### src/regFile.sv
`timescale 1ns/10ps

module regFile (
    input  logic        clk,
    input  logic        arstN,
    input  logic [4:0]  rs,
    input  logic [4:0]  rt,
    input  logic [4:0]  wa,
    input  logic        we,
    input  logic [31:0] wd,
    output logic [31:0] rd1,
    output logic [31:0] rd2
);

    logic [31:0] regs [32];

    always_ff @(posedge clk or negedge arstN) begin
        if (!arstN) begin
            for (int i = 0; i < 32; i++) begin
                regs[i] <= '0;
            end
        end else if (we && wa != 5'd0) begin // $0 stays zero
            regs[wa] <= wd;
        end
    end

    // reads see the old value until the commit edge
    assign rd1 = regs[rs];
    assign rd2 = regs[rt];

endmodule

### config.mk
export PLATFORM = sky130hd
export DESIGN_NAME = regFile
export DESIGN_NICKNAME = d
export VERILOG_FILES = /design/src/regFile.sv
export SDC_FILE = /design/constraint.sdc
export NUM_CORES = 2
export LEC_CHECK = 0
export BUFFER_PORTS_ARGS = -buffer_cell sky130_fd_sc_hd__buf_2
export CAP_MARGIN = 20
export CORE_UTILIZATION = 30
export DETAILED_ROUTE_END_ITERATION = 12
export PLACE_DENSITY_LB_ADDON = 0.3
export RECOVER_POWER = 50
export SLEW_MARGIN = 20
export SYNTH_ARGS = -nofsm -noshare
export SYNTH_HDL_FRONTEND = slang
export SYNTH_SLANG_ARGS = --single-unit
### constraint.sdc
create_clock -name clk -period 1.7 [get_ports clk]
set_clock_uncertainty 0.15 [all_clocks]
set_input_delay 0 -clock clk [delete_from_list [all_inputs] [get_ports clk]]
set_output_delay 0 -clock clk [all_outputs]
set_load 0.01 [all_outputs]
; Word level (Yosys, flattened, before mapping)
; Cells that the tools add are included.
[op_classes]
bitwise = 3
n_reduce_logical = 3
n_div = 0
eq_ne = 0
n_addsub = 0
n_mux = 9
n_mul = 0
order_cmp = 4
shift = 0
[op_table]
columns = cell, n
row1 = bitwise mux 1024 bit, 1
row2 = binary-select mux 32 bit (select 5 bit), 2
row3 = demux 32 bit (select 5 bit), 1
row4 = 2-to-1 mux 32 bit, 5
row5 = ">= comparator 6 bit, second input constant", 3
row6 = NOT 5 -> 6 bit, 3
row7 = "< comparator 6 x 1 -> 1 bit, second input constant", 1
row8 = nonzero test 5 bit, 1
row9 = logical AND 1 bit, 2
[totals]
reg_bits = 1024
rom_bits = 0
output_inout_bits = 64
ramBits = 0
latchBits = 0
in_bits = 50
elab_cells = 51
memories = 0

; Logic depth before layout (Yosys ltp)
[depth]
word_depth = 6
mapped_depth = 8
ltp_nobuf = 5

; Worst setup path after synthesis
; No wires, ideal clock.
[synth_timing]
path_type = input -> register
startpoint = input port wa[0]
endpoint = register regs[613] (netlist name)
setup_ns = 0.125
path_stages = 4
required_time_ns = 1.425
setup_slack_ns = 0.302
arrival_ns = 1.124
cell_sequence = or3b_4 nor2_4 buf_6 mux2_2
[synth_between]
elab_chain_cells = 6
[synth_rtl]
columns = element, line_no
row1 = start: declaration, 8  ; input logic [4:0] wa,
row2 = NOT 5 -> 6 bit (not written as such), 23  ; regs[wa] <= wd;
row3 = >= comparator 6 bit (not written as such) / < comparator 6 x 1 -> 1 bit (equally long branches), 23
row4 = logical AND 1 bit (not written as such), 23
row5 = 2-to-1 mux 32 bit (not written as such), 23
row6 = demux 32 bit (select 5 bit), 23
row7 = bitwise mux 1024 bit, 23
row8 = end signal: indexed assignment, 23
row9 = end: declaration, 15  ; logic [31:0] regs [32];
; Several ways; a longest one is shown, not always the timed one.
; A chain may end at the register's enable or synchronous reset.

; Worst setup path in the final report
[layout_timing]
startpoint = register regs[935] (netlist name)
endpoint = output port rd1[7]
[layout_between]
elab_chain_cells = 3
[layout_rtl]
columns = element, line_no
row1 = binary-select mux 32 bit (select 5 bit), 28  ; assign rd1 = regs[rs];
row2 = 2-to-1 mux 32 bit (not written as such) (2 in series), 28
row3 = end: declaration, 11  ; output logic [31:0] rd1,
; No other way between the ends. The select of a mux whose other input is x is not followed.

==> summary.txt <==
CP peak stage delay - 380 ps
WL per Instance - 26.0 µm
core area - 185000 µm²
global-route wire length before repair - 284000 µm
1st-pass router iterations - 5
initial DRC count - 3022
LEAKAGE - 0.0318 µW
vias - 39500
crit start category - flop
cell area power density - 1070 nW/µm²
Final WS setup - -727 ps
I/O pin total - 114
Syn-to-layout area delta - 22.3%
CP Capture Type - output port
Post-synth EDFFs - 0
total gr overflow - 0
Die X - 434 µm
post-synthesis async set-or-reset flop share - 100%
Top reg by flops - regs
Die Ht - 434 µm
CTS Buf Count - 112
hold depth - 7
flops & latches, synth - 1024
Compound-Gate Fraction of Synth Area - 7.01%
clock buffer depth - 3
Die ar. - 188000 µm²
failing checks - setup timing
RR Startpoint - regs[800]
CP Cell Sequence - mux2i_1, a22o_1, nor3_1, a31oi_1, nand3_1, buf_2
CP delay by family, top - simple AND/OR/NAND/NOR gates
worst path required time - 1550 ps
dominant cells by area after synthesis - dfrtp_1 46%, mux2_2 19%, mux2i_1 18%
Sink Count - 1024
max FFs per register - 1024
GP Congestion - 0.828
r2r setup slk - 180 ps
Rows - 158
hold crit path type - in2reg
worst r2r dst - regs[800]
DR DRC count - 0
Hold EP - regs[858]
CP arrival - 2280 ps
Cell Area, Synth - 55900 µm²
outcome - finished with violations
initial antenna violation count - 12
TritonCTS clock tree - built
fin crit share - 143%
fin crit period - 2430 ps
initial core utilization - 30.2%
# Max-Cap Violations - 0
critical path class - reg2out
Clock Latency Late Sink - 760 ps
largest net degree at the start of global routing - 98
Slew HR - 19.2%
fmax - 0.412 GHz
Main synth FF type - dfrtp_1
Mapped Nets - 4651
setup_tns - -200440 ps
Finished Core Util - 36.9%
register area share after synthesis - 45.8%
vias in the first global route - 40900
RSZ-0062 raised after global routing - yes
Post-Synth Adder-Cell Area - 0%
Top Registers - regs (1024)
post-synth cell types - 28
Global Route Usage Sum - 20.3%
synth warn - 0
hold path startpoint - wa[0]
Final Hold Fails - 0
cell taking the most area after synthesis - dfrtp_1
Synth Area in Simple Gates - 4.39%
peak supply drop - 0.856 mV
clk slew on worst S/H paths - 70 ps
dpl hpwl - 126000 µm
fraction of synthesized cell area in xor and xnor cells - 0%
worst reg-to-reg path cell count - 2
Avg Synthesized Cell Area - 12.2 µm²
Nets - 4901
Port Buffers - 113
CP Max Fanout - 3
worst-margin pin slew - 1210 ps
layout cells sized above 1 - 37.8%
vias per cell - 5.33
largest family of logic cells by synthesized area - multiplexers
Crit-path slowest cell - dfrtp_1
Routed Antenna Nets - 0
endpoints failing setup - 1002
WL final - 193000 µm
pins over their slew limit - 0
Root Buffer - clkbuf_16
WP buf/inv - 1
Gate Count Post-Synth - 4601
H-tree Lvls - 3
post-synth top area share - 45.8%
Post-synth top cells - 1024 x dfrtp_1, 1024 x mux2i_1, 953 x mux2_2
multiplexer area fraction after synthesis - 38.3%
[layer usage]
layer  part of all wire (%)  up-vias  track usage, %
li1                       -    17500               -
met1                     46    20800            27.9
met2                     47      910            33.0
met3                    4.2      294            2.88
met4                    2.8        2            5.79
met5                 0.0083        -               0
[per-stage QoR]
step | power (µW) | std cells | area (µm²) | hold slack [ps] | setup WS (ps)
floorplan | 42100 | 4601 | 55900 | -446 | 302
global placement | 47100 | 7186 | 63200 | -310 | -418
detailed placement | 47600 | 7186 | 63200 | -309 | -408
CTS | 73500 | 7412 | 68300 | 0.113 | -734
global route | 76400 | 7419 | 68400 | 59.3 | -758
finish | 73000 | 7419 | 68400 | 82.0 | -727
[cell type report]
class / count / area, µm²
repair buffers: 609 / 7090
multi-input cells: 3104 / 28900
clock inverters: 46 / 517
fillers: 18000 / 117000
clock buffers: 152 / 3170
well taps: 2480 / 3100
flip-flops and latches: 1024 / 25600
diodes: 4 / 10.0
[power breakdown]
group | internal, µW | leakage [µW] | switching, µW
Combinational | 8270 | 0.0168 | 7140
Sequential | 29000 | 0.0131 | 3550
Clock | 14400 | 0.00184 | 10700
[tightest hold or removal path: cells and delay by family]
family | cells | cell delay [ps]
muxes | 1 | 180
and+or+nand+nor | 3 | 340
buffers and inverters | 3 | 430
[worst max path at each step]
stage	from	endpoint	slack, ps	cells past startpoint
2_1_floorplan	wa[0]	regs[613]	300	4
3_3_place_gp	rs[2]	rd1[12]	-420	9
3_5_place_dp	rs[2]	rd1[12]	-410	9
4_1_cts	regs[829]	rd1[29]	-730	7
5_1_grt	regs[795]	rd1[27]	-760	7
6_report	regs[935]	rd1[7]	-730	6
[cell usage in the layout (no fill, tap or decap), types with 28 or more instances in the layout]
| master | count |
|---|---|
| buf_2 | 65 |
| nand2_1 | 197 |
| buf_6 | 51 |
| a22oi_1 | 192 |
| a22o_1 | 128 |
| nor3_2 | 28 |
| dfrtp_1 | 1024 |
| buf_12 | 191 |
| buf_4 | 251 |
| a21oi_1 | 192 |
| clkbuf_16 | 112 |
| mux2_1 | 39 |
| mux2i_1 | 1022 |
| dlygate4sd3_1 | 41 |
| nand3_1 | 150 |
| nand3_2 | 36 |
| mux2_2 | 953 |
[what timing repair did]
item,in CTS,in global routing
setup buffers,4,5
cloned,0,0
gates resized for setup,201,34
hold buffers,41,1
pin swaps,101,82
endpoints found under the hold margin,2016,241
endpoints found under the setup margin,64,1063
[logic make-up after synthesis]
kind of cell | after synthesis
buf+inv | 473
simple gates | 512
mux | 2016
compound gates | 576
flops | 1024
No activity file was read; power rests on OpenSTA's default activity.
