**config.mk**
```make
export PLATFORM = sky130hd
export DESIGN_NAME = execUnit
export DESIGN_NICKNAME = d
export VERILOG_FILES = /design/src/mipsPkg.sv /design/src/execUnit.sv
export SDC_FILE = /design/constraint.sdc
export NUM_CORES = 1
export LEC_CHECK = 0
export ABC_CLOCK_PERIOD_IN_PS = 10400
export BUFFER_PORTS_ARGS = -buffer_cell sky130_fd_sc_hd__buf_4
export CAP_MARGIN = 20
export CORE_AREA = 2 2 155 157
export DETAILED_ROUTE_END_ITERATION = 10
export DIE_AREA = 0 0 157 159
export PLACE_DENSITY_LB_ADDON = 0.1
export SLEW_MARGIN = 20
export SYNTH_ARGS = -nofsm -noshare
export SYNTH_HDL_FRONTEND = slang
export SYNTH_SLANG_ARGS = --single-unit
```
**constraint.sdc**
```tcl
create_clock -name vclk -period 10.4
set_input_delay 1.04 -clock vclk [all_inputs]
set_output_delay 1.04 -clock vclk [all_outputs]
set_load 0.02 [all_outputs]
```
**src/mipsPkg.sv**
```systemverilog
package mipsPkg;

    localparam int imWords    = 1024;
    localparam int dmWords    = 1024;
    localparam int imAddrBits = $clog2(imWords);
    localparam int dmAddrBits = $clog2(dmWords);

    localparam logic [31:0] resetPc = 32'h0000_0000;

    // primary opcodes
    localparam logic [5:0] opRType = 6'h00;
    localparam logic [5:0] opJ     = 6'h02;
    localparam logic [5:0] opJal   = 6'h03;
    localparam logic [5:0] opBeq   = 6'h04;
    localparam logic [5:0] opBne   = 6'h05;
    localparam logic [5:0] opAddiu = 6'h09;
    localparam logic [5:0] opOri   = 6'h0d;
    localparam logic [5:0] opLui   = 6'h0f;
    localparam logic [5:0] opLb    = 6'h20;
    localparam logic [5:0] opLh    = 6'h21;
    localparam logic [5:0] opLw    = 6'h23;
    localparam logic [5:0] opLbu   = 6'h24;
    localparam logic [5:0] opSb    = 6'h28;
    localparam logic [5:0] opSh    = 6'h29;
    localparam logic [5:0] opSw    = 6'h2b;

    // funct field of R-type
    localparam logic [5:0] fnSll  = 6'h00;
    localparam logic [5:0] fnSrl  = 6'h02;
    localparam logic [5:0] fnJr   = 6'h08;
    localparam logic [5:0] fnAddu = 6'h21;
    localparam logic [5:0] fnSubu = 6'h23;
    localparam logic [5:0] fnAnd  = 6'h24;
    localparam logic [5:0] fnOr   = 6'h25;
    localparam logic [5:0] fnSlt  = 6'h2a;

    typedef struct packed {
        logic [5:0] op;
        logic [4:0] rs;
        logic [4:0] rt;
        logic [4:0] rd;
        logic [4:0] shamt;
        logic [5:0] funct;
    } rFmt;

    typedef struct packed {
        logic [5:0]  op;
        logic [4:0]  rs;
        logic [4:0]  rt;
        logic [15:0] imm;
    } iFmt;

    typedef struct packed {
        logic [5:0]  op;
        logic [25:0] target;
    } jFmt;

    typedef union packed {
        rFmt rType;
        iFmt iType;
        jFmt jType;
    } instrWord;

    typedef enum logic [2:0] {npcPc4, npcBeq, npcBne, npcJump, npcReg} npcSel;
    typedef enum logic [1:0] {wrRt, wrRd, wrRa} wrSel;
    typedef enum logic [1:0] {wdAlu, wdMem, wdPc4} wdSel;
    typedef enum logic [1:0] {extZero, extSign, extUpper} extSel;
    typedef enum logic {bReg, bImm} bSel;
    typedef enum logic [2:0] {aluAdd, aluSub, aluAnd, aluOr, aluSlt, aluSll, aluSrl, aluLui} aluOp;
    typedef enum logic [1:0] {sizeWord, sizeHalf, sizeByte} memSizeSel;

    typedef struct packed {
        npcSel     npc;
        wrSel      wr;
        wdSel      wd;
        extSel     ext;
        bSel       b;
        aluOp      alu;
        logic      regWe;
        logic      memWe;
        memSizeSel memSize;
        logic      memSigned;
    } ctrlBundle;

    typedef struct packed {
        logic        valid;
        logic [31:0] pc;
        logic        regWe;
        logic [4:0]  regAddr;
        logic [31:0] regData;
    } commitTrace;

    typedef struct packed {
        logic                  we;
        logic [imAddrBits-1:0] addr; // word address
        logic [31:0]           data;
    } imLoad;

endpackage

```
**src/execUnit.sv**
```systemverilog
`timescale 1ns/10ps

module execUnit (
    input  mipsPkg::instrWord  instr,
    input  mipsPkg::ctrlBundle ctrl,
    input  logic [31:0]        rd1,
    input  logic [31:0]        rd2,
    output logic [31:0]        aluRes,
    output logic               zero
);

    import mipsPkg::*;

    logic [31:0] extImm, srcB;
    logic [4:0]  shamt;

    assign shamt = instr.rType.shamt;

    always_comb begin
        case (ctrl.ext)
            extSign:  extImm = {{16{instr.iType.imm[15]}}, instr.iType.imm};
            extUpper: extImm = {instr.iType.imm, 16'h0000};
            default:  extImm = {16'h0000, instr.iType.imm};
        endcase
    end

    assign srcB = (ctrl.b == bImm) ? extImm : rd2;

    always_comb begin
        case (ctrl.alu)
            aluAdd:  aluRes = rd1 + srcB;
            aluSub:  aluRes = rd1 - srcB;
            aluAnd:  aluRes = rd1 & srcB;
            aluOr:   aluRes = rd1 | srcB;
            aluSlt:  aluRes = {31'b0, $signed(rd1) < $signed(srcB)};
            aluSll:  aluRes = rd2 << shamt; // shifts act on rt
            aluSrl:  aluRes = rd2 >> shamt;
            aluLui:  aluRes = srcB;
            default: aluRes = '0;
        endcase
    end

    // branch compare works on the two registers, independent of the ALU op
    assign zero = (rd1 == rd2);

endmodule

```
Word level (Yosys, flattened, before mapping)
Cells that the tools add are included.
{"block": "totals", "ff_bits": 0}
{"block": "classes", "shifts": 2, "add_sub_neg": 2, "order_cmp": 1, "reduce_logical": 1, "bitwise": 2, "eq_ne": 10, "n_mux": 3}
{"operator": "32-bit one-hot mux with 8 select lines", "count": 1}
{"operator": "32-bit one-hot mux with 2 select lines", "count": 1}
{"operator": "32-bit adder", "count": 1}
{"operator": "32-bit bitwise AND", "count": 1}
{"operator": "32-bit equality test", "count": 1}
{"operator": "32-bit less-than comparator", "count": 1}
{"operator": "32-bit 2-to-1 mux", "count": 1}
{"operator": "32-bit bitwise OR", "count": 1}
{"operator": "32-bit by 5-bit << shifter with 32-bit output", "count": 1}
{"operator": "32-bit by 5-bit right shift with 32-bit output", "count": 1}
{"operator": "32-bit subtractor", "count": 1}
{"operator": "3-bit equality test, second input constant", "count": 4}
{"operator": "3-bit by 2-bit equality test with 1-bit output, second input constant", "count": 2}
{"operator": "3-bit by 1-bit equality test with 1-bit output, second input constant", "count": 1}
{"operator": "3-bit zero test", "count": 1}
{"operator": "2-bit by 1-bit equality test with 1-bit output, second input constant", "count": 1}
{"operator": "2-bit equality test, second input constant", "count": 1}

Depth between registers and ports, before layout
{"block": "depth", "word_depth": 5, "depth_mapped": 19}

Worst setup path before layout
Ideal clock, no wire load.
{"block": "synth_timing", "kind": "input -> output", "from": "in ctrl[9] in the netlist's numbering", "to": "out aluRes[20]", "slack_ns": 4.656, "n_path_buf": 2, "path_stages": 17, "arrival_ns": 4.704, "t_required_ns": 9.360, "cell_sequence": "inv_1 > ha_1 > nor2_1 > nor2_1 > clkbuf_1 > a22oi_1 > ha_1 > buf_4 > o21bai_1 > a311oi_1 > o21bai_1 > or3_4 > a2111oi_4 > or2_2 > o31ai_1 > o221a_2 > o21ai_0"}
{"block": "synth_between", "elab_chain_cells": 5, "word_cells_on_any_way": 9, "classes_between": "add/sub: 2; eq/ne: 2; mux: 3; bitwise: 2"}
{"item": "start, declared", "line": "execUnit.sv:5", "text": "input mipsPkg::ctrlBundle ctrl,"}
{"item": "2-bit equality test / 2-bit by 1-bit equality test with 1-bit output (equally long branches)", "line": "execUnit.sv:20", "text": "case (ctrl.ext)"}
{"item": "32-bit one-hot mux with 2 select lines (*)", "line": "execUnit.sv:20"}
{"item": "32-bit 2-to-1 mux (*)", "line": "execUnit.sv:27", "text": "assign srcB = (ctrl.b == bImm) ? extImm : rd2;"}
{"item": "32-bit subtractor, or another cell as far along", "line": "execUnit.sv:32", "text": "aluSub: aluRes = rd1 - srcB;"}
{"item": "32-bit one-hot mux with 8 select lines (*)", "line": "execUnit.sv:30", "text": "case (ctrl.alu)"}
{"item": "end, declared", "line": "execUnit.sv:8", "text": "output logic [31:0] aluRes,"}
Every way passes the cells marked *; elsewhere a longest branch is shown, timed or not.

Worst setup path in the final report
{"block": "layout_timing", "from": "in ctrl[10] in the netlist's numbering", "to": "out aluRes[29]"}
Same word-level chain as after synthesis.

==> flow_summary.ini <==
[layout]
seq_cells = 0
drive_gt1_share_pct = 15.28
register_area_um2 = 0
clock_buffers = 0
final_cell_mix = 162 x nor2_1, 134 x buf_4, 112 x a21oi_1
fin_nets = 1572
antenna_cells = 0
area_delta_synth_final_pct = 10.19
multi_input_area_um2 = 8324
final_common_cell = nor2_1
fill_cells = 2535

[placement]
port_buffers = 119
dp_hpwl_um = 36030
routabilityCongestion = 1.021

[sta]
setup_viol = 0
slew-limit-headroom_pct = 46.05
grt_setup_unrepaired = no
worst_pin_slew_ns = 0.8043
final_hold_viol_count = 0
final.setup.tns_ns = 0
timing.final.crit_period_ns = 6.634
fin_crit_sh_pct = 63.79
slew_violations = 0
fmax_ghz = 0.1507

[routing]
final_antenna_net_count = 0
firstDrtPassIters = 6
drt_wl_total_um = 45070
viasPerCell = 6.616
num_vias = 11080
drcViolationCount = 0
drt_iter0_drc = 1333
wl_per_cell_um = 26.92

[status]
status = finished, final reports clean

[synth]
synthDistinctLibCells = 83
syn_area_um2 = 9194
syn-num-nets = 1547
syn_inst = 1332
ys_seq_area_share_pct = 0
ys.warnings.count = 0
syn_avg_cell_area_um2 = 6.902

[die]
initial_core_util_pct = 39.64
dieArea_um2 = 24960
io_pins = 147
core_um2 = 23190
rows = 56
die_h_um = 159
dieWidth_um = 157

[power]
p_seq_share_pct = 0
power.internal_w = 0.0002562
combPwrFrac_pct = 100.0
power.total_w = 0.0007136
vdd_drop_max_mv = 0.03413
power_frac_clock_pct = 0
power.density_nw_per_um2 = 70.44
swShare_pct = 64.09
power.switching_w = 0.0004574
leakage_nw = 4.423

[global_routing]
grt_max_degree = 72
grt_usage_pct = 34.81
globalRouteOverflowTotal = 0
antenna_found_initial = 0
grt_pass1_vias = 10050
grt_pass1_wl_um = 65940

[worst_setup_path]
path_max_fanout = 14
worstPathArrival_ns = 5.59
critPathRequiredTime_ns = 9.36
cp-start-kind = input port
path_class = in -> out
end_kind = output port

[worst_hold_path]
hp-class = in -> out

[clock_tree]
cts_resized = 0
postCtsSetupBuffers = 0
hold_buffers = 0

[job]
maxCapViolCount = 0
cells by family after synthesis:
| logic type | after synthesis | share of synthesized area, % |
|---|---|---|
| AO/OA/AOI/OAI | 481 | 36.04 |
| XOR/XNOR | 36 | 3.429 |
| adder cells (fa/ha/maj) | 101 | 13.91 |
| buffers and inverters | 218 | 9.594 |
| multiplexers | 107 | 17.79 |
| AND/OR/NAND/NOR | 389 | 19.24 |
cells in the mapped netlist, drive strengths merged, types with 11 or more instances:
library cell,n,share of area (%)
a22oi,23,1.9
a21oi,112,6.1
nor2b,14,0.95
o21ai,90,4.9
mux2i,58,6.3
nand2b,11,0.75
inv,105,4.3
ha,99,13
a21o,17,1.4
mux4,43,11
nand2,89,3.6
a221oi,24,2.5
nand3,26,1.4
a211oi,25,2.1
o21bai,12,0.98
o22ai,40,2.7
clkbuf,75,3.1
a31oi,11,0.75
nor3,31,1.7
buf,36,2.2
xor2,32,3.0
nor2,164,6.7
o211ai,18,1.5
nor4,16,1.2
cell type report:
class	instances	area share [%]
repair buffers	134	9.930
inverters	107	3.964
multi-input cells	1114	82.17
well taps	319	3.940
path summary, 6_finish.rpt:
path / slack, ns / cells past startpoint / to / startpoint
max: 3.77 / 18 / aluRes[29] / ctrl[10]
min: 2.68 / 5 / aluRes[0] / rd1[31]
layer usage:
| layer | vias up | GRT usage, % | wire length [um] |
|---|---|---|---|
| met1 | 5338 | 51.17 | 19730 |
| met4 | 0 | 11.13 | 1778 |
| met3 | 83 | 3.865 | 3994 |
| li1 | 5042 | - | - |
| met2 | 612 | 52.77 | 19570 |
| met5 | - | 0 | 0 |
per-stage QoR:
step                util, %  hold WS, ns  instances  setup WS, ns  cell area, um^2
finish                43.68        2.680       1674         3.766            10130
global route          43.68        2.719       1674         3.457            10130
CTS                   43.68        2.680       1674         3.780            10130
detailed placement    43.68        2.679       1674         3.792            10130
global placement      43.68        2.676       1674         3.826            10130
floorplan                 -        2.383       1332         4.656             9194
power by group through the flow:
stage	sequential [W]	clock (W)	combinational (W)
CTS	0	0	0.000694
global placement	0	0	0.000692
global route	0	0	0.000760
detailed placement	0	0	0.000690
floorplan	0	0	0.000450
finish	0	0	0.000714
worst max-delay path: stages:
cell       delay, ns
buf_4           0.11
inv_1           0.04
ha_1            0.23
and2_0          0.61
a21oi_1         0.08
o2bb2ai_1       0.21
inv_1           0.12
ha_1            0.45
nor4_1          0.50
nand3_1         0.16
a211oi_1        0.38
a211oi_2        0.12
nor4b_1         0.19
o41ai_2         0.54
a211oi_1        0.18
o41ai_2         0.24
o221ai_1        0.16
buf_4           0.20
Power figures use the tool's default switching activity.
