## config.mk

```make
export PLATFORM = sky130hd
export DESIGN_NAME = controller
export DESIGN_NICKNAME = d
export VERILOG_FILES = /design/src/mipsPkg.sv /design/src/controller.sv
export SDC_FILE = /design/constraint.sdc
export NUM_CORES = 1
export LEC_CHECK = 0
export ABC_AREA = 1
export BUFFER_PORTS_ARGS = -buffer_cell sky130_fd_sc_hd__buf_2
export CORE_AREA = 3 3 40 42
export DETAILED_ROUTE_END_ITERATION = 10
export DIE_AREA = 0 0 43 45
export GPL_ROUTABILITY_DRIVEN = 0
export PLACE_DENSITY = 0.88
export SYNTH_ARGS = -nofsm -noshare
export SYNTH_HDL_FRONTEND = slang
export SYNTH_SLANG_ARGS = --single-unit
```

## constraint.sdc

```tcl
create_clock -name vclk -period 1.7
set_input_delay 0.255 -clock vclk [all_inputs]
set_output_delay 0.255 -clock vclk [all_outputs]
set_load 0.005 [all_outputs]
```

## src/mipsPkg.sv

```systemverilog
package mipsPkg;

    localparam int imWords    = 1024;
    localparam int dmWords    = 1024;
    localparam int imAddrBits = $clog2(imWords);
    localparam int dmAddrBits = $clog2(dmWords);

    localparam logic [31:0] resetPc = 32'h0000_0000;

    // primary opcodes
    localparam logic [5:0] opRType = 6'h00;
    localparam logic [5:0] opJ     = 6'h02;
    localparam logic [5:0] opJal   = 6'h03;
    localparam logic [5:0] opBeq   = 6'h04;
    localparam logic [5:0] opBne   = 6'h05;
    localparam logic [5:0] opAddiu = 6'h09;
    localparam logic [5:0] opOri   = 6'h0d;
    localparam logic [5:0] opLui   = 6'h0f;
    localparam logic [5:0] opLb    = 6'h20;
    localparam logic [5:0] opLh    = 6'h21;
    localparam logic [5:0] opLw    = 6'h23;
    localparam logic [5:0] opLbu   = 6'h24;
    localparam logic [5:0] opSb    = 6'h28;
    localparam logic [5:0] opSh    = 6'h29;
    localparam logic [5:0] opSw    = 6'h2b;

    // funct field of R-type
    localparam logic [5:0] fnSll  = 6'h00;
    localparam logic [5:0] fnSrl  = 6'h02;
    localparam logic [5:0] fnJr   = 6'h08;
    localparam logic [5:0] fnAddu = 6'h21;
    localparam logic [5:0] fnSubu = 6'h23;
    localparam logic [5:0] fnAnd  = 6'h24;
    localparam logic [5:0] fnOr   = 6'h25;
    localparam logic [5:0] fnSlt  = 6'h2a;

    typedef struct packed {
        logic [5:0] op;
        logic [4:0] rs;
        logic [4:0] rt;
        logic [4:0] rd;
        logic [4:0] shamt;
        logic [5:0] funct;
    } rFmt;

    typedef struct packed {
        logic [5:0]  op;
        logic [4:0]  rs;
        logic [4:0]  rt;
        logic [15:0] imm;
    } iFmt;

    typedef struct packed {
        logic [5:0]  op;
        logic [25:0] target;
    } jFmt;

    typedef union packed {
        rFmt rType;
        iFmt iType;
        jFmt jType;
    } instrWord;

    typedef enum logic [2:0] {npcPc4, npcBeq, npcBne, npcJump, npcReg} npcSel;
    typedef enum logic [1:0] {wrRt, wrRd, wrRa} wrSel;
    typedef enum logic [1:0] {wdAlu, wdMem, wdPc4} wdSel;
    typedef enum logic [1:0] {extZero, extSign, extUpper} extSel;
    typedef enum logic {bReg, bImm} bSel;
    typedef enum logic [2:0] {aluAdd, aluSub, aluAnd, aluOr, aluSlt, aluSll, aluSrl, aluLui} aluOp;
    typedef enum logic [1:0] {sizeWord, sizeHalf, sizeByte} memSizeSel;

    typedef struct packed {
        npcSel     npc;
        wrSel      wr;
        wdSel      wd;
        extSel     ext;
        bSel       b;
        aluOp      alu;
        logic      regWe;
        logic      memWe;
        memSizeSel memSize;
        logic      memSigned;
    } ctrlBundle;

    typedef struct packed {
        logic        valid;
        logic [31:0] pc;
        logic        regWe;
        logic [4:0]  regAddr;
        logic [31:0] regData;
    } commitTrace;

    typedef struct packed {
        logic                  we;
        logic [imAddrBits-1:0] addr; // word address
        logic [31:0]           data;
    } imLoad;

endpackage

```

## src/controller.sv

```systemverilog
`timescale 1ns/10ps

module controller (
    input  mipsPkg::instrWord  instr,
    output mipsPkg::ctrlBundle ctrl
);

    import mipsPkg::*;

    always_comb begin
        // nop unless decoded below
        ctrl = '{npc: npcPc4, wr: wrRt, wd: wdAlu, ext: extZero, b: bReg, alu: aluAdd,
                 regWe: 1'b0, memWe: 1'b0, memSize: sizeWord, memSigned: 1'b0};
        case (instr.rType.op)
            opRType: begin
                ctrl.wr    = wrRd;
                ctrl.regWe = 1'b1;
                case (instr.rType.funct)
                    fnAddu: ctrl.alu = aluAdd;
                    fnSubu: ctrl.alu = aluSub;
                    fnAnd:  ctrl.alu = aluAnd;
                    fnOr:   ctrl.alu = aluOr;
                    fnSlt:  ctrl.alu = aluSlt;
                    fnSll:  ctrl.alu = aluSll;
                    fnSrl:  ctrl.alu = aluSrl;
                    fnJr: begin
                        ctrl.npc   = npcReg;
                        ctrl.regWe = 1'b0;
                    end
                    default: ctrl.regWe = 1'b0;
                endcase
            end
            opAddiu: begin
                ctrl.ext   = extSign;
                ctrl.b     = bImm;
                ctrl.regWe = 1'b1;
            end
            opOri: begin
                ctrl.b     = bImm;
                ctrl.alu   = aluOr;
                ctrl.regWe = 1'b1;
            end
            opLui: begin
                ctrl.ext   = extUpper;
                ctrl.b     = bImm;
                ctrl.alu   = aluLui;
                ctrl.regWe = 1'b1;
            end
            opLw, opLh, opLb, opLbu: begin
                ctrl.ext       = extSign;
                ctrl.b         = bImm;
                ctrl.wd        = wdMem;
                ctrl.regWe     = 1'b1;
                ctrl.memSigned = (instr.rType.op != opLbu);
                ctrl.memSize   = (instr.rType.op == opLw) ? sizeWord :
                                 (instr.rType.op == opLh) ? sizeHalf : sizeByte;
            end
            opSw, opSh, opSb: begin
                ctrl.ext     = extSign;
                ctrl.b       = bImm;
                ctrl.memWe   = 1'b1;
                ctrl.memSize = (instr.rType.op == opSw) ? sizeWord :
                               (instr.rType.op == opSh) ? sizeHalf : sizeByte;
            end
            opBeq: ctrl.npc = npcBeq;
            opBne: ctrl.npc = npcBne;
            opJ:   ctrl.npc = npcJump;
            opJal: begin
                ctrl.npc   = npcJump;
                ctrl.wr    = wrRa;
                ctrl.wd    = wdPc4;
                ctrl.regWe = 1'b1;
            end
            default: ;
        endcase
    end

endmodule

```

### Word-level counts from Yosys, hierarchy flattened

Index checks and enable logic that the tools add are counted.

| operators by class | value |
|---|---|
| equal/unequal tests | 22 |
| muxes and demuxes | 17 |
| reductions and logical operators | 9 |

Operators by type and width:

| kind | count |
|---|---|
| $eq A6 B6 Y1 const B | 12 |
| $eq A6 B4 Y1 const B | 4 |
| $eq A6 B2 Y1 const B | 3 |
| $pmux W3 S6 | 1 |
| $pmux W2 S2 | 4 |
| $reduce_or A8 Y1 | 2 |
| $eq A6 B3 Y1 const B | 2 |
| $logic_not A6 Y1 | 2 |
| $pmux W3 S4 | 1 |
| $reduce_or A10 Y1 | 1 |
| $pmux W3 S3 | 1 |
| $mux W2 | 4 |
| $reduce_or A7 Y1 | 1 |
| $ne A6 B6 Y1 const B | 1 |
| $mux W1 | 4 |
| $reduce_or A4 Y1 | 1 |
| $mux W3 | 1 |
| $reduce_or A3 Y1 | 1 |
| $pmux W1 S2 | 1 |
| $reduce_or A2 Y1 | 1 |

| storage, ports and cells | value |
|---|---|
| register bits after elaboration | 0 |
| bits of input ports | 32 |
| output and inout bits | 18 |
| logic and storage cells | 48 |

### Logic depth before layout (Yosys ltp)

| depth | value |
|---|---|
| depth in word-level cells | 4 |
| mapped depth | 9 |
| gate-level depth less buffers | 8 |

### Worst setup path after synthesis

OpenSTA, ideal clock, no wires.

| timing | value |
|---|---|
| kind | input to output |
| from | input instr[27] (netlist bit) |
| to | output ctrl[4] (netlist bit) |
| arrival time | 886 ps |
| data required time | 1445 ps |
| setup slack | 559 ps |
| stages on the path | 8 |
| buffers on the path | 1 |
| cells stage by stage | buf_6 nor2_4 nand2_2 nor2_4 nand2_1 nand2_1 nor2_1 nand2_1 |

RTL lines:

| element | line | RTL |
|---|---|---|
| start: declaration | controller.sv:4 | `input mipsPkg::instrWord instr,` |
| end: declaration | controller.sv:5 | `output mipsPkg::ctrlBundle ctrl` |

==> impl_metrics.json <==
{
  "dieHeight_um": 45,
  "min-delay-path-class": "input port to output pin",
  "synth.top_cell.area_share_pct": 17.86,
  "cp_data_arrival_time_ps": 1160,
  "dpl.hpwl_um": 1005,
  "coreArea_um2": 1285,
  "antenna_found_initial": 0,
  "synth_area_leaders": "sky130_fd_sc_hd__nand2_1, sky130_fd_sc_hd__nor2_1, sky130_fd_sc_hd__nand3_1",
  "synth.most_common_cell": "sky130_fd_sc_hd__nand2_1",
  "max_cap_violations": 0,
  "worst_slack_ps": 283.1,
  "drc_marker_count_from_the_first_detailed_route_iteration": 7,
  "grt_use_met2_pct": 23.95,
  "avgRoutedWirePerCell_um": 8.538,
  "layout_worst_path_cycle_share_pct": 83.35,
  "unrepaired_setup_endpoints_after_global_routing": "no",
  "syn_inst": 89,
  "final_net_count": 151,
  "drive_above_1_share_pct": 35.90,
  "synth-seq-area-share_pct": 0,
  "library_cell_occupying_the_most_area_in_the_post_synthesis_netlist": "sky130_fd_sc_hd__nand2_1",
  "die_area_um2": 1935,
  "via_count_of_the_first_global_routing_pass": 511,
  "drc_errors": 0,
  "timing.final.setup_violations": 0,
  "wire_length_of_the_first_global_routing_pass_um": 1966,
  "met1_usage_in_global_routing_pct": 15.48,
  "timing_worst_slew_pin_value_ps": 257.1,
  "setup-tns-final_ps": 0,
  "route.vias.total": 612,
  "worstSetupEndpointType": "output pin",
  "drtPass1Iterations": 3,
  "clock_buffer_count": 0,
  "critPathLaunchType": "input port",
  "port_buffers": 30,
  "grt_max_degree": 9,
  "finalWirelength_um": 1127,
  "place_area_um2": 570.5,
  "grt.total_usage_pct": 12.19,
  "slew_viol_final": 0,
  "mux_share_of_post_synthesis_cell_area_pct": 0,
  "antenna_left": 0,
  "dp_slack_ps": 278.9,
  "timing.slew.headroom_pct": 82.84,
  "path_class": "input port to output pin",
  "synth.lib_cells_used.distinct": 18,
  "post_synth_most_frequent_cells": "sky130_fd_sc_hd__nand2_1, sky130_fd_sc_hd__nor2_1, sky130_fd_sc_hd__inv_1",
  "floorplan.initialDensity_pct": 32.72,
  "synth_area_um2": 420.4,
  "die_width_um": 43,
  "n_fill_cell": 142,
  "critPathRequiredTime_ps": 1440,
  "net_count_after_synthesis": 121,
  "diodes": 0,
  "synth_top_family_by_area": "simple AND/OR/NAND/NOR gates",
  "globalRouteOverflowTotal": 0,
  "power_leakage_nw": 0.3827,
  "period_minus_slack_ps": 1417,
  "grtUsageMet3_pct": 0.7968,
  "hold_ws_ps": 798.0,
  "route.detailed.vias_per_inst": 4.636,
  "synth_simple_gate_area_share_pct": 71.43,
  "post_cts_resized": 0,
  "area_of_the_multi_input_gates_um2": 326.6,
  "achievable-frequency_ghz": 0.7058,
  "status": "finished, final reports clean",
  "final-hold-violation-count": 0,
  "global_route.peak_usage_layer": "met2",
  "rows": 13,
  "pin_count": 50,
  "design.seq.count": 0,
  "register_area_um2": 0,
  "syn2layout_area_growth_pct": 35.71,
  "synth-compound-area-share_pct": 6.250,
  "holdBufCountCts": 0,
  "peakVddDrop_mv": 0.07247,
  "worst-path-max-fanout": 5,
  "post-cts-setup-buffers": 0,
  "synth_xor_xnor_area_share_pct": 0,
  "warnings_synthesis": 0,
  "stdcell_area_um2": 570.5,
  "synth-adder-area-share_pct": 0,
  "powerDensity_nw_per_um2": 160.0,
  "synthesis.area_per_instance_um2": 4.724
}
power breakdown:
part	switching [mW]	internal, mW	leakage (nW)
combinational	0.0571	0.0342	0.383
sequential	0	0	0
clock	0	0	0
metrics by stage:
step / instances / utilization [%] / total power, mW
6_report: 132 / 44.40 / 0.09127
5_1_grt: 132 / 44.40 / 0.1038
4_1_cts: 132 / 44.40 / 0.09131
3_5_place_dp: 132 / 44.40 / 0.09095
3_3_place_gp: 132 / 44.40 / 0.08857
2_1_floorplan: 89 / - / 0.05346
worst paths after layout:
check       from  slack (ps)  depth (start not counted)  endpoint
max    instr[31]         280                          9   ctrl[4]
min     instr[1]         800                          3  ctrl[17]
cells by family (layout without fill, tap and decap cells):
kind of cell / Yosys count / count (layout)
buffers and inverters: 22 / 50
AOI/OAI and AO/OA: 5 / 5
and+or+nand+nor: 62 / 62
critical path: stages:
cell and delay [ps]:
sky130_fd_sc_hd__buf_2 110, sky130_fd_sc_hd__nor2_2 230, sky130_fd_sc_hd__inv_2 100, sky130_fd_sc_hd__nor2_4 150, sky130_fd_sc_hd__nand2_1 70, sky130_fd_sc_hd__nand2_1 60, sky130_fd_sc_hd__nor2_1 40, sky130_fd_sc_hd__nand2_1 50
sky130_fd_sc_hd__buf_2 100
routing by layer:
| metal | share of wire, % | routed length (µm) |
|---|---|---|
| met5 | 0 | 0 |
| met4 | 0 | 0 |
| met3 | 8.1 | 91 |
| met2 | 48 | 543 |
| met1 | 44 | 492 |
cell usage in the layout (no fill, tap or decap), drive strengths merged:
cell type	n
buf	30
nor2	22
nand2	21
inv	20
nand3	13
a21oi	3
nor4	3
o22ai	1
o21ai	1
nand4	1
nand3b	1
and2	1
area by class of cell:
cell class / count / area share, %
Multi-Input combinational cell: 67 / 57.24
Timing Repair Buffer: 30 / 26.32
Inverter: 20 / 13.16
Tap cell: 15 / 3.289
Power figures use the tool's default switching activity.
