**config.mk**
```make
export PLATFORM = sky130hd
export DESIGN_NAME = pcUnit
export DESIGN_NICKNAME = d
export VERILOG_FILES = /design/src/mipsPkg.sv /design/src/pcUnit.sv
export SDC_FILE = /design/constraint.sdc
export NUM_CORES = 1
export LEC_CHECK = 0
export BUFFER_PORTS_ARGS = -buffer_cell sky130_fd_sc_hd__buf_2
export CORE_AREA = 5 5 93 95
export DETAILED_ROUTE_END_ITERATION = 10
export DIE_AREA = 0 0 98 100
export GPL_TIMING_DRIVEN = 0
export PLACE_DENSITY = 0.8
export SKIP_CTS_REPAIR_TIMING = 1
export SKIP_LAST_GASP = 1
export SYNTH_ARGS = -nofsm -noshare
export SYNTH_HDL_FRONTEND = slang
export SYNTH_SLANG_ARGS = --single-unit
```
**constraint.sdc**
```tcl
create_clock -name clk -period 9.5 [get_ports clk]
set_input_delay 0.95 -clock clk [delete_from_list [all_inputs] [get_ports clk]]
set_output_delay 0.95 -clock clk [all_outputs]
set_load 0.1 [all_outputs]
```
**src/mipsPkg.sv**
```systemverilog
package mipsPkg;

    localparam int imWords    = 1024;
    localparam int dmWords    = 1024;
    localparam int imAddrBits = $clog2(imWords);
    localparam int dmAddrBits = $clog2(dmWords);

    localparam logic [31:0] resetPc = 32'h0000_0000;

    // primary opcodes
    localparam logic [5:0] opRType = 6'h00;
    localparam logic [5:0] opJ     = 6'h02;
    localparam logic [5:0] opJal   = 6'h03;
    localparam logic [5:0] opBeq   = 6'h04;
    localparam logic [5:0] opBne   = 6'h05;
    localparam logic [5:0] opAddiu = 6'h09;
    localparam logic [5:0] opOri   = 6'h0d;
    localparam logic [5:0] opLui   = 6'h0f;
    localparam logic [5:0] opLb    = 6'h20;
    localparam logic [5:0] opLh    = 6'h21;
    localparam logic [5:0] opLw    = 6'h23;
    localparam logic [5:0] opLbu   = 6'h24;
    localparam logic [5:0] opSb    = 6'h28;
    localparam logic [5:0] opSh    = 6'h29;
    localparam logic [5:0] opSw    = 6'h2b;

    // funct field of R-type
    localparam logic [5:0] fnSll  = 6'h00;
    localparam logic [5:0] fnSrl  = 6'h02;
    localparam logic [5:0] fnJr   = 6'h08;
    localparam logic [5:0] fnAddu = 6'h21;
    localparam logic [5:0] fnSubu = 6'h23;
    localparam logic [5:0] fnAnd  = 6'h24;
    localparam logic [5:0] fnOr   = 6'h25;
    localparam logic [5:0] fnSlt  = 6'h2a;

    typedef struct packed {
        logic [5:0] op;
        logic [4:0] rs;
        logic [4:0] rt;
        logic [4:0] rd;
        logic [4:0] shamt;
        logic [5:0] funct;
    } rFmt;

    typedef struct packed {
        logic [5:0]  op;
        logic [4:0]  rs;
        logic [4:0]  rt;
        logic [15:0] imm;
    } iFmt;

    typedef struct packed {
        logic [5:0]  op;
        logic [25:0] target;
    } jFmt;

    typedef union packed {
        rFmt rType;
        iFmt iType;
        jFmt jType;
    } instrWord;

    typedef enum logic [2:0] {npcPc4, npcBeq, npcBne, npcJump, npcReg} npcSel;
    typedef enum logic [1:0] {wrRt, wrRd, wrRa} wrSel;
    typedef enum logic [1:0] {wdAlu, wdMem, wdPc4} wdSel;
    typedef enum logic [1:0] {extZero, extSign, extUpper} extSel;
    typedef enum logic {bReg, bImm} bSel;
    typedef enum logic [2:0] {aluAdd, aluSub, aluAnd, aluOr, aluSlt, aluSll, aluSrl, aluLui} aluOp;
    typedef enum logic [1:0] {sizeWord, sizeHalf, sizeByte} memSizeSel;

    typedef struct packed {
        npcSel     npc;
        wrSel      wr;
        wdSel      wd;
        extSel     ext;
        bSel       b;
        aluOp      alu;
        logic      regWe;
        logic      memWe;
        memSizeSel memSize;
        logic      memSigned;
    } ctrlBundle;

    typedef struct packed {
        logic        valid;
        logic [31:0] pc;
        logic        regWe;
        logic [4:0]  regAddr;
        logic [31:0] regData;
    } commitTrace;

    typedef struct packed {
        logic                  we;
        logic [imAddrBits-1:0] addr; // word address
        logic [31:0]           data;
    } imLoad;

endpackage

```
**src/pcUnit.sv**
```systemverilog
`timescale 1ns/10ps

module pcUnit (
    input  logic               clk,
    input  logic               arstN,
    input  mipsPkg::instrWord  instr,
    input  mipsPkg::ctrlBundle ctrl,
    input  logic               zero,
    input  logic [31:0]        ra,
    output logic [31:0]        pc,
    output logic [31:0]        pc4
);

    import mipsPkg::*;

    logic [31:0] brTarget, jTarget, npc;

    assign pc4      = pc + 32'd4;
    assign brTarget = pc4 + {{14{instr.iType.imm[15]}}, instr.iType.imm, 2'b00};
    assign jTarget  = {pc4[31:28], instr.jType.target, 2'b00}; // stays in the 256MB region

    always_comb begin
        case (ctrl.npc)
            npcBeq:  npc = zero ? brTarget : pc4;
            npcBne:  npc = zero ? pc4 : brTarget;
            npcJump: npc = jTarget;
            npcReg:  npc = ra;
            default: npc = pc4;
        endcase
    end

    always_ff @(posedge clk or negedge arstN) begin
        if (!arstN) pc <= resetPc;
        else        pc <= npc;
    end

endmodule

```
=== After elaboration in Yosys (flattened, before gate mapping) ===
Cells that the tools add are included.

* Output and inout port bits: 64
* Flip-flop bits (word level): 32
* Bits of input ports: 85

* Muxes and demuxes: 3
* Equality and inequality tests: 4
* Add/subtract/negate cells: 2

{| class="wikitable"
|+ Operators by type and width
! kind !! count
|-
| 32-bit case mux with 4 select lines || 1
|-
| 32-bit two-way mux || 2
|-
| 32-bit by 3-bit adder with 32-bit output (second input constant) || 1
|-
| 32-bit adder || 1
|-
| 3-bit by 2-bit == test with 1-bit output (second input constant) || 2
|-
| 3-bit by 1-bit == test with 1-bit output (second input constant) || 1
|-
| 3-bit == test (second input constant) || 1
|}

=== Logic depth before layout (Yosys ltp) ===
* Depth in word-level cells: 4
* Depth in mapped cells: 17

=== Worst setup path after synthesis ===
Ideal clock, no wire load.

* Path kind: reg2reg
* From: register pc[2]
* To: register pc[30]
* Data required time: 9417 ps
* Stages on the path, launching flop included: 18
* Period minus slack after synthesis: 5853 ps
* Library setup time: 83 ps
* Setup slack: 3647 ps
* Arrival time: 5770 ps
* Cells stage by stage: dfrtp_1 -> ha_1 -> nand2_1 -> nor2_1 -> and4_1 -> and3_1 -> nand4_1 -> xnor2_1 -> ha_1 -> clkbuf_1 -> nand4_1 -> or3b_2 -> nor3_1 -> o21ai_0 -> nand3_1 -> a21oi_1 -> xor2_1 -> o21ai_0

* Longest elaborated chain between the ends: 4
* Elaborated cells on any way between the ends: 5

{| class="wikitable"
|+ Ends and longest elaborated chain
! item !! line !! source
|-
| from (decl) || pcUnit.sv:10 || <nowiki>output logic [31:0] pc,</nowiki>
|-
| from (signal assigned) || pcUnit.sv:33 || <nowiki>if (!arstN) pc <= resetPc;</nowiki>
|-
| from (signal assigned) || pcUnit.sv:34 || <nowiki>else pc <= npc;</nowiki>
|-
| 32-bit by 3-bit adder with 32-bit output * || pcUnit.sv:18 || <nowiki>assign pc4 = pc + 32'd4;</nowiki>
|-
| net pc4[26] || pcUnit.sv:11 || <nowiki>output logic [31:0] pc4</nowiki>
|-
| 32-bit adder * || pcUnit.sv:19 || <nowiki>assign brTarget = pc4 + {{14{instr.iType.imm[15]}}, instr.iType.imm, 2'b00};</nowiki>
|-
| 32-bit two-way mux (on tied branches) || pcUnit.sv:25, pcUnit.sv:24 ||
|-
| 32-bit case mux with 4 select lines * || pcUnit.sv:23 || <nowiki>case (ctrl.npc)</nowiki>
|-
| net npc[30] || pcUnit.sv:16 || <nowiki>logic [31:0] brTarget, jTarget, npc;</nowiki>
|}

Mark *: on every way through the listed nets, which the timed path passes. The rest lies on a longest branch.

=== Final worst setup path ===
* From: register pc[2]
* To: register pc[30]

* Longest elaborated chain between the ends: 4
* Elaborated cells on any way between the ends: 5

{| class="wikitable"
|+ Ends and longest elaborated chain
! item !! line
|-
| 32-bit by 3-bit adder with 32-bit output * || pcUnit.sv:18
|-
| 32-bit adder || pcUnit.sv:19
|-
| 32-bit two-way mux (on tied branches) || pcUnit.sv:25, pcUnit.sv:24
|-
| 32-bit case mux with 4 select lines * || pcUnit.sv:23
|-
| net npc[30] || pcUnit.sv:16
|}

Marked as above.

==> impl_summary.log <==
[metrics] status: complete, no violations
[metrics] largest reg by FF count: pc
[metrics] library cell occupying the most area in the post-synthesis netlist: sky130_fd_sc_hd__dfrtp_1
[metrics] worst r2r src: pc[2]
[metrics] synthesis-stage register bit count: 32
[metrics] portion of the post-synthesis area used by sequential elements: 21.5%
[metrics] number of optimization iterations in the first detailed-route pass: 5
[metrics] critical path class: reg -> reg
[metrics] Achievable Freq: 225 MHz
[metrics] Data arrival, critical path: 4.65 ns
[metrics] via count of the first global-routing pass: 4219
[metrics] unrepaired setup endpoints after global routing: no
[metrics] worst vdd rail ir drop: 176 uV
[metrics] Final setup violation count: 0
[metrics] required time of the critical path: 9.70 ns
[metrics] Layout fillers: 736
[metrics] initial detailed-routing violation count: 314
[metrics] proportion of netlist area held by the largest area contributor: 21.5%
[metrics] min-delay src: pc[0]
[metrics] area enclosed by the die boundary: 0.00980 sq mm
[metrics] Worst Hold Slack: 0.529 ns
[metrics] longest individual stage delay on the worst path: 0.54 ns
[metrics] Setup Skew: 0.0105 ns
[metrics] leakage power summed over all cells: 2.17 nW
[metrics] Largest regs: pc x32
[metrics] number of enable flip-flop cells after synthesis: 0
[metrics] number of H-tree levels: 2
[metrics] synthesized instance count: 449
[metrics] detailed-route vias per instance: 6.34
[metrics] initial antenna violation count: 0
[metrics] relative slew slack: 45.1%
[metrics] Post-Syn Nets: 570
[metrics] Avg Cell Area, Syn: 8.30 sq um
[metrics] crit path capture type: flip-flop
[metrics] vertical die dimension: 100 um
[metrics] Clock transition at path regs: 0.07 ns
[metrics] clock net sink count: 32
[metrics] number of buffers created by CTS: 5
[metrics] combined global-route utilization of all metal layers: 25.4%
[metrics] share of final-layout standard cells stronger than drive strength 1: 26.8%
[metrics] die width: 98 um
[metrics] TritonCTS clock tree: done
[metrics] worst hold path type: reg -> reg
[metrics] DRC violation count after routing: 0
[metrics] Diodes inserted: 0
[metrics] leading post-synthesis cells by cell area: sky130_fd_sc_hd__dfrtp_1 (21%), sky130_fd_sc_hd__ha_1 (12%), sky130_fd_sc_hd__xnor2_1 (8.0%)
[metrics] highest net fanout along the worst path: 7
[metrics] number of flip-flops in the largest register: 32
[metrics] antenna-violating nets left: 0
[metrics] layout net count: 704
[metrics] Avg WL per Cell: 19.0 um
[metrics] cell family contributing the most delay on the critical path: simple AND/OR/NAND/NOR gates
[metrics] maximum buffer depth of the clock tree: 2
[metrics] root buffer cell: sky130_fd_sc_hd__clkbuf_8
[metrics] count of boundary I/O pins: 149
[metrics] Detail Placement HPWL: 10.4 mm
[metrics] clock network latency to the later pin of the worst-skew pair: 0.29 ns
[metrics] total standard cell area after synthesis: 0.00372 sq mm
[metrics] area growth from synthesis to layout: 22.6%
[metrics] count of distinct cell types in the synthesized netlist: 58
[metrics] slew at the pin with the worst max-slew slack: 0.823 ns
[metrics] cell with the largest stage delay on the worst path: sky130_fd_sc_hd__or3b_2
[metrics] Syn. warnings: 0
[metrics] FP Rows: 32
[metrics] combined buffer and inverter count along the critical path: 1
[metrics] max-capacitance violation count: 0
[metrics] CP Cell Sequence: ha_1, nand2_1, nor2_1, and4_1, and3_1, nand4_1, xnor2_1, ha_1, clkbuf_1, nand4_1, or3b_2, nor3_1, o21ai_0, nand3_1, a21oi_1, xor2_1, o21ai_0
[metrics] asr flop ratio synth: 100%
[metrics] PortBufs: 127
[metrics] total number of vias: 4345
[metrics] time the final worst path needs with I/O delays and setup: 4.45 ns
[metrics] total length of routed wires: 13.0 mm
[metrics] period utilisation layout: 46.8%
[metrics] largest net degree at the start of global routing: 33
[metrics] starting density of the core: 48.7%
[metrics] crit start category: flip-flop
[metrics] critical path startpoint: pc[2]
[metrics] areal power density over the cells: 394 mW/mm^2
[metrics] final hold viol count: 0
[metrics] leading register cell type out of synthesis: sky130_fd_sc_hd__dfrtp_1
[metrics] final number of max-transition violations: 0
[metrics] global-route wire length before repair: 20.5 mm
[metrics] total negative slack for setup checks: 0 ns
[metrics] total global routing overflow: 0
[metrics] Core Area: 0.00765 sq mm
[metrics] RD Place Congestion: 0.920
-- final timing paths --
path	end	slack (ns)	cells past startpoint
min in group asynchronous	pc[12]	0.75	1
max	pc[30]	5.05	17
min	pc[0]	0.53	1
min reg2reg	pc[0]	0.53	1
max reg2reg	pc[30]	5.05	17
max in group asynchronous	pc[24]	8.22	1
-- cell type report --
| type | count | area (sq um) | share of cell area (%) |
|---|---|---|---|
| Timing Repair Buffer | 127 | 636 | 13.9 |
| Clock inverter | 1 | 5.00 | 0.110 |
| Multi-Input combinational cell | 385 | 2790 | 61.1 |
| Buffer | 20 | 88.8 | 1.95 |
| Clock buffer | 6 | 72.6 | 1.59 |
| Sequential cell | 32 | 801 | 17.5 |
| Inverter | 12 | 45.0 | 0.987 |
| Tap cell | 102 | 128 | 2.80 |
-- logic make-up (layout without fill, tap and decap cells) --
family                     Yosys count  after routing  share of synthesized area [%]
and+or+nand+nor                    129            129                           18.9
AOI/OAI and AO/OA                  166            166                           30.3
xor gates and xnor gates            53             53                           13.2
buffers and inverters               32            166                           3.59
muxes                                1              1                          0.269
DFF                                 32             32                           21.5
adders and majority gates           36             36                           12.3
-- cell usage in the layout (no fill, tap or decap), types with 16 or more instances in the layout --
master,instances
sky130_fd_sc_hd__nand3_1,16
sky130_fd_sc_hd__nand2_1,38
sky130_fd_sc_hd__a21oi_1,35
sky130_fd_sc_hd__xnor2_1,34
sky130_fd_sc_hd__ha_1,35
sky130_fd_sc_hd__o21ai_0,36
sky130_fd_sc_hd__xor2_1,17
sky130_fd_sc_hd__nor2_1,27
sky130_fd_sc_hd__dfrtp_1,32
sky130_fd_sc_hd__buf_2,128
sky130_fd_sc_hd__a21o_1,18
sky130_fd_sc_hd__a222oi_1,23
-- power breakdown --
| group | internal, W | switching, W |
|---|---|---|
| registers | 0.000181 | 0.0000655 |
| logic | 0.000330 | 0.00112 |
| clock network | 0.0000499 | 0.0000533 |
| total | 0.000561 | 0.00124 |
-- metrics by stage --
stage	cell area, sq um	setup WS [ns]	cells	total power [W]	util [%]
3_3_place_gp	4490	5.24	678	0.00166	58.7
5_1_grt	4570	4.73	685	0.00188	59.7
4_1_cts	4570	5.11	685	0.00179	59.7
6_report	4570	5.05	685	0.00180	59.7
2_1_floorplan	3720	3.65	449	0.00143	-
3_5_place_dp	4490	5.14	678	0.00168	58.7
-- metal layers --
layer / part of all wire (%) / up-vias / GRT usage [%]
met1: 40 / 2105 / 31.7
li1: - / 2001 / -
met3: 8.4 / 27 / 2.57
met2: 50 / 212 / 46.1
met4: 2.3 / 0 / 8.09
met5: 0 / - / 0
-- synth_stat cells (6+ instances only) --
master	n
sky130_fd_sc_hd__a21oi_1	35
sky130_fd_sc_hd__o22ai_1	7
sky130_fd_sc_hd__nand4_1	11
sky130_fd_sc_hd__ha_1	35
sky130_fd_sc_hd__nand3_1	16
sky130_fd_sc_hd__clkbuf_1	14
sky130_fd_sc_hd__xor2_1	17
sky130_fd_sc_hd__a222oi_1	23
sky130_fd_sc_hd__a21o_1	18
sky130_fd_sc_hd__nor2_1	27
sky130_fd_sc_hd__inv_1	12
sky130_fd_sc_hd__a211oi_1	6
sky130_fd_sc_hd__nand2_1	38
sky130_fd_sc_hd__xnor2_1	34
sky130_fd_sc_hd__dfrtp_1	32
sky130_fd_sc_hd__o21ai_0	36
sky130_fd_sc_hd__o31ai_1	7
Note: power is estimated with default switching activity, not from simulation.
